File: src/hw/dcache_pkg.sv
package dcache_pkg;

    // Cache geometry
    localparam int ADDR_BITS     = 32;
    localparam int DATA_WIDTH    = 32;
    localparam int BLOCK_WIDTH   = 256;
    localparam int ASSOCIATIVITY = 4;
    localparam int ENTRIES       = 16;
    localparam int BUFFER_DEPTH  = 4;
    localparam int R_WIDTH       = 6;
    localparam int ROB_TICKET    = 3;

    // Address fields, byte offset within a line at the bottom
    localparam int OFFSET_BITS     = $clog2(BLOCK_WIDTH / 8);
    localparam int INDEX_BITS      = $clog2(ENTRIES);
    localparam int TAG_BITS        = ADDR_BITS - INDEX_BITS - OFFSET_BITS;
    localparam int WAY_BITS        = $clog2(ASSOCIATIVITY);
    localparam int WORD_BITS       = $clog2(BLOCK_WIDTH / DATA_WIDTH);
    localparam int BUFFER_PTR_BITS = $clog2(BUFFER_DEPTH);

    typedef logic [TAG_BITS-1:0]    tag_t;
    typedef logic [BLOCK_WIDTH-1:0] block_t;
    typedef logic [WAY_BITS-1:0]    way_t;
    typedef logic [INDEX_BITS-1:0]  index_t;

    // Word of a line addressed by the word bits of addr
    function automatic logic [DATA_WIDTH-1:0] select_word(block_t blk,
                                                          logic [ADDR_BITS-1:0] addr);
        logic [WORD_BITS-1:0] sel;
        sel = addr[OFFSET_BITS-1 -: WORD_BITS];
        return blk[sel*DATA_WIDTH +: DATA_WIDTH];
    endfunction

    // True when both addresses fall in one line
    function automatic logic same_block(logic [ADDR_BITS-1:0] a, logic [ADDR_BITS-1:0] b);
        return a[ADDR_BITS-1:OFFSET_BITS] == b[ADDR_BITS-1:OFFSET_BITS];
    endfunction

endpackage

File: src/hw/load_serve_ctrl.sv
`timescale 1ns/10ps

module load_serve_ctrl (
    input  logic                              load_valid,
    input  logic [dcache_pkg::ADDR_BITS-1:0]  load_address,
    input  logic [dcache_pkg::R_WIDTH-1:0]    load_dest,
    input  logic [dcache_pkg::ROB_TICKET-1:0] load_ticket,
    input  logic                              output_used,
    input  logic                              hit,
    input  logic [dcache_pkg::DATA_WIDTH-1:0] hit_word,
    input  logic                              pending_match,
    input  logic                              full,
    input  logic                              head_fetched,
    input  logic [dcache_pkg::R_WIDTH-1:0]    head_dest,
    input  logic [dcache_pkg::ROB_TICKET-1:0] head_ticket,
    input  logic [dcache_pkg::DATA_WIDTH-1:0] head_word,
    input  logic                              update_l2_valid,
    input  logic [dcache_pkg::ADDR_BITS-1:0]  update_l2_addr,
    output logic                              load_blocked,
    output logic                              lookup_en,
    output logic                              push,
    output logic                              pop,
    output logic                              request_l2_valid,
    output logic [dcache_pkg::ADDR_BITS-1:0]  request_l2_addr,
    output logic                              served_valid,
    output logic [dcache_pkg::R_WIDTH-1:0]    served_dest,
    output logic [dcache_pkg::ROB_TICKET-1:0] served_ticket,
    output logic [dcache_pkg::DATA_WIDTH-1:0] served_data
);

    logic accept;
    logic arriving;

    assign load_blocked = output_used || full;
    assign accept       = load_valid && !load_blocked;
    assign lookup_en    = accept;

    // Miss goes to the buffer; L2 is asked only once per block
    assign arriving         = update_l2_valid && dcache_pkg::same_block(update_l2_addr, load_address);
    assign push             = accept && !hit;
    assign request_l2_valid = push && !pending_match && !arriving;
    assign request_l2_addr  = load_address;

    // Buffer head only gets the port when no new load takes it
    assign pop          = !accept && head_fetched && !output_used;
    assign served_valid = (accept && hit) || pop;

    assign served_dest   = accept ? load_dest   : head_dest;
    assign served_ticket = accept ? load_ticket : head_ticket;
    assign served_data   = accept ? hit_word    : head_word;

endmodule

File: config.mk
export PLATFORM = sky130hd
export DESIGN_NAME = load_serve_ctrl
export DESIGN_NICKNAME = d
export VERILOG_FILES = /design/src/hw/dcache_pkg.sv /design/src/hw/load_serve_ctrl.sv
export SDC_FILE = /design/constraint.sdc
export NUM_CORES = 1
export LEC_CHECK = 0
export BUFFER_PORTS_ARGS = -buffer_cell sky130_fd_sc_hd__buf_4
export CAP_MARGIN = 10
export CORE_AREA = 2 2 90 92
export DETAILED_ROUTE_END_ITERATION = 16
export DIE_AREA = 0 0 92 94
export PLACE_DENSITY = 0.57
export SYNTH_ARGS = -nofsm -noshare
export SYNTH_HDL_FRONTEND = slang
export SYNTH_SLANG_ARGS = --single-unit
File: constraint.sdc
create_clock -name vclk -period 0.8
set_clock_uncertainty 0.05 [all_clocks]
set_input_delay 0 -clock vclk [all_inputs]
set_output_delay 0 -clock vclk [all_outputs]
set_load 0.05 [all_outputs]
== Word-level counts from Yosys, hierarchy flattened ==
Index checks and enable logic that the tools add are counted.

* Shift operators: 0
* Reductions and logical operators: 16
* Multiply operators: 0
* $lt $le $gt $ge: 0
* Bitwise gates (word level): 0
* Div/mod/pow operators: 0
* Multiplexer cells: 3
* Add/subtract/negate cells: 0
* Equal/unequal tests: 1

{| class="wikitable"
|+ Operator list
! cell !! number
|-
| $mux W32 || 1
|-
| $eq A27 B27 Y1 || 1
|-
| $logic_and A1 B1 Y1 || 8
|-
| $logic_not A1 Y1 || 6
|-
| $mux W6 || 1
|-
| $mux W3 || 1
|-
| $logic_or A1 B1 Y1 || 2
|}

* Bits of input ports: 153
* Output and inout bits: 79
* Latch bits: 0
* Word-level logic and storage cells: 20
* Bits in read-only memories: 0
* RAM bits: 0
* Register bits: 0
* Memories kept: 0

== Longest topological paths before layout ==
* Depth after elaboration: 7
* Mapped depth: 5
* Mapped depth without buffers: 5

== Least setup slack after synthesis ==
No wires, ideal clock.

* Path type: input-to-output
* Start: in full
* End: out served_valid
* Cell stages on the path: 5
* Path buffers: 0
* Arrival time: 2097 ps
* Path slack: -1347 ps
* Required time: 750 ps
* Path through: nor2_2 > nand2_4 > inv_1 > nor3b_1 > a21o_1

* Word-level cells in the longest chain between the ends: 7
* Elaborated cells between the ends (all ways): 8
* Classes of those cells: reduce/logical: 8

{| class="wikitable"
|+ Ends and longest elaborated chain
! element !! RTL line !! RTL
|-
| from (decl) || load_serve_ctrl.sv:12 || <nowiki>input logic full,</nowiki>
|-
| $logic_or A1 B1 Y1 || load_serve_ctrl.sv:34 || <nowiki>assign load_blocked = output_used || full;</nowiki>
|-
| $logic_not A1 Y1 || load_serve_ctrl.sv:35 || <nowiki>assign accept = load_valid && !load_blocked;</nowiki>
|-
| $logic_and A1 B1 Y1 || load_serve_ctrl.sv:35 ||
|-
| via lookup_en || load_serve_ctrl.sv:20 || <nowiki>output logic lookup_en,</nowiki>
|-
| $logic_not A1 Y1 || load_serve_ctrl.sv:45 || <nowiki>assign pop = !accept && head_fetched && !output_used;</nowiki>
|-
| $logic_and A1 B1 Y1 (2 in series) || load_serve_ctrl.sv:45 ||
|-
| via pop || load_serve_ctrl.sv:22 || <nowiki>output logic pop,</nowiki>
|-
| $logic_or A1 B1 Y1 || load_serve_ctrl.sv:46 || <nowiki>assign served_valid = (accept && hit) || pop;</nowiki>
|-
| to (decl) || load_serve_ctrl.sv:25 || <nowiki>output logic served_valid,</nowiki>
|}

The timed path passes the listed nets, and every way through them passes these cells.

== Worst setup path after layout ==
* Start: in load_address[17] in the netlist's numbering
* End: out request_l2_valid

* Word-level cells in the longest chain between the ends: 4

{| class="wikitable"
|+ Ends and longest elaborated chain
! element !! RTL line !! RTL
|-
| from (decl) || load_serve_ctrl.sv:5 || <nowiki>input logic [dcache_pkg::ADDR_BITS-1:0] load_address,</nowiki>
|-
| $eq A27 B27 Y1 || dcache_pkg.sv:36 || <nowiki>return a[ADDR_BITS-1:OFFSET_BITS] == b[ADDR_BITS-1:OFFSET_BITS];</nowiki>
|-
| $logic_and A1 B1 Y1 || load_serve_ctrl.sv:39 || <nowiki>assign arriving = update_l2_valid && dcache_pkg::same_block(update_l2_addr, load_address);</nowiki>
|-
| $logic_not A1 Y1 || load_serve_ctrl.sv:41 || <nowiki>assign request_l2_valid = push && !pending_match && !arriving;</nowiki>
|-
| $logic_and A1 B1 Y1 || load_serve_ctrl.sv:41 ||
|-
| to (decl) || load_serve_ctrl.sv:23 || <nowiki>output logic request_l2_valid,</nowiki>
|}

No other way between the ends.

==> key figures <==
Drt
  – Violation count after the first detailed-routing iteration: 6
  – Router iterations before antenna repair: 4
  – # DRC: 0
  – Antenna Nets Post-Route: 0
  – Drt wl/cell: 13.37 um
  – Via density: 3.914
  – Post-Route WL: 5721 um
  – Detailed-route via count: 1675

Timing
  – RSZ-0062 raised after global routing: true
  – FMAX: 865.1 MHz
  – Fin crit share: 1.445
  – Final Hold Viols: 0
  – Slew HR: 0.6499
  – Final worst slack: -0.3559 ns
  – # setup viols final: 46
  – Pins Over Slew Limit: 0
  – Worst-Margin Slew: 0.5274 ns
  – Hold slack: 0.2129 ns
  – Fin crit period: 1.156 ns

Finish
  – Layout cells sized above 1: 0.9141
  – Most frequent cells in the layout: buf_4 (165), buf_6 (57), mux2_4 (38)
  – Fillcell total: 704
  – Most common cell after layout, fill and taps aside: buf_4
  – ANT cells: 0
  – Nets: 481
  – Synth-to-layout area growth: 177.7%
  – Sequential cell count: 0
  – Multi-input logic area: 0.001112 mm2
  – Register Area: 0 um2
  – Clock buf count: 0

Critical path
  – CP startpoint kind: input port
  – Critical Path AT: 1.11 ns
  – Max stage delay on crit path: 0.28 ns
  – Setup CP Type: in -> out
  – Critical path buffers and inverters: 3
  – CP endpoint kind: primary output
  – Cell mode on critical path: buf_4
  – CP top delay family: buffers and inverters
  – Slowest CP cell: nor4_2
  – Crit path required time: 0.75 ns
  – Worst-path maximum fanout: 2
  – CP cell instances: buf_4, xnor2_2, nand4_1, nor4_2, buf_4, a2111oi_4, buf_6

Yosys
  – Register area share after synthesis: 0
  – Mapped Area: 0.001240 mm2
  – Syn Inst Count: 121
  – XOR/XNOR Fraction of Synth Area: 0.1907
  – Syn avg cell area: 10.25 um2
  – Post-synthesis compound-gate area fraction: 0.01816
  – Syn nets: 274
  – Mux contribution to synthesized area: 0.4874
  – Post-synthesis simple-gate area fraction: 0.06761
  – Synth unique cells: 15
  – Total of warnings raised by yosys: 0
  – Main combinational cell family by area after synthesis: multiplexers
  – Synth Area in Adders: 0

Power
  – Power consumption: 2713 uW
  – VDD IR max: 400.9 uV
  – PD cells: 787.8 mW/mm2
  – Leak: 0.001862 uW

Floorplan
  – Die footprint: 0.008648 mm2
  – Core area: 0.007607 mm2
  – Die width: 92 um
  – Die H: 94 um
  – Io pins: 232
  – Initial core utilization: 0.1630
  – Site row count: 32

Min path
  – Worst Hold Class: in -> out
  – Hold Path End: request_l2_valid
  – HP Start: pending_match
  – Hold Path Cell Cnt: 3

GRT
  – Pin count of the biggest net entering global routing: 12
  – Congestion Overflow GR: 0
  – Vias in the first global route: 1776
  – First-pass GRT wire length: 7852 um
  – Overall Global Routing Usage: 0.1095
  – Antenna violations before repair: 0

Placement
  – Place WS: -0.4596 ns
  – Input/output buffers: 217
  – Gpl congestion: 0.7221
  – DP HPWL: 4689 um

Outcome
  – Failing checks: negative setup slack
  – Status: complete, but fails checks

Job
  – Max Cap Violations: 0
-- per-stage QoR --
step                utilization  TNS, ns  instance area [um2]  std cells
finish                   0.4526   -12.94                 3443        428
global route             0.4526   -14.48                 3443        428
CTS                      0.4331   -12.38                 3294        424
detailed placement       0.3816   -12.75                 2903        417
global placement         0.3816   -12.07                 2903        417
floorplan                     -   -1.109                 1284        121
-- cell usage after synthesis --
library cell,count,area (um2)
nor3_1,1,5.000
inv_1,2,7.510
a2111oi_2,1,15.01
nor2_2,1,6.260
nor3b_1,1,7.510
nor2_1,1,3.750
a21o_1,1,7.510
nand2_4,1,11.26
nor4_1,1,6.260
mux2_2,3,33.78
nand4_1,7,43.79
buf_4,32,240.2
xnor2_1,27,236.5
buf_6,4,45.04
mux2_4,38,570.6
-- per-layer routing --
layer  vias up  routed length, um  GRT usage
met5         -                  0          0
met4         0                  0          0
met3         0                672    0.03210
met2       123               3304     0.2359
met1       746               1744     0.1071
li1        806                  -          -
-- layout make-up --
| class | instances | area share |
|---|---|---|
| tap | 102 | 0.03706 |
| inverter | 2 | 0.003634 |
| multi-input combinational | 84 | 0.3230 |
| timing repair buffer | 240 | 0.6363 |
-- report_power, final --
part / internal, uW / leakage [uW] / switching [uW]
sequential: 0 / 0 / 0
combinational: 1340 / 0.00186 / 1370
clock: 0 / 0 / 0
-- worst max-delay path by stage --
stage	from	endpoint	slack, ns	cells past startpoint
5_1_grt	load_address[8]	request_l2_valid	-0.44	7
3_3_place_gp	load_address[17]	request_l2_valid	-0.42	7
6_report	load_address[17]	request_l2_valid	-0.36	7
4_1_cts	update_l2_addr[5]	request_l2_valid	-0.35	7
3_5_place_dp	load_address[17]	request_l2_valid	-0.46	7
2_1_floorplan	full	served_valid	-0.50	5
-- tightest hold or removal path: cells and delay by family --
kind	cells	cell delay (ns)
buffers and inverters	2	0.23
AOI/OAI and AO/OA	1	0.03
-- logic make-up (layout without fill, tap and decap cells) --
kind of cell,count (synthesis),after routing
XOR/XNOR,27,27
buffers and inverters,38,242
AO/OA/AOI/OAI,2,2
AND/OR/NAND/NOR,13,14
multiplexers,41,41
-- what timing repair did --
item                                    CTS  global route
hold buffers                              5             0
buffers inserted                          2             2
endpoints found under the setup margin   46            51
pin swaps                                19             5
gates cloned                              1             3
endpoints found under the hold margin     5             0
gates resized for setup                  74            19
Note: power is estimated with default switching activity, not from simulation.
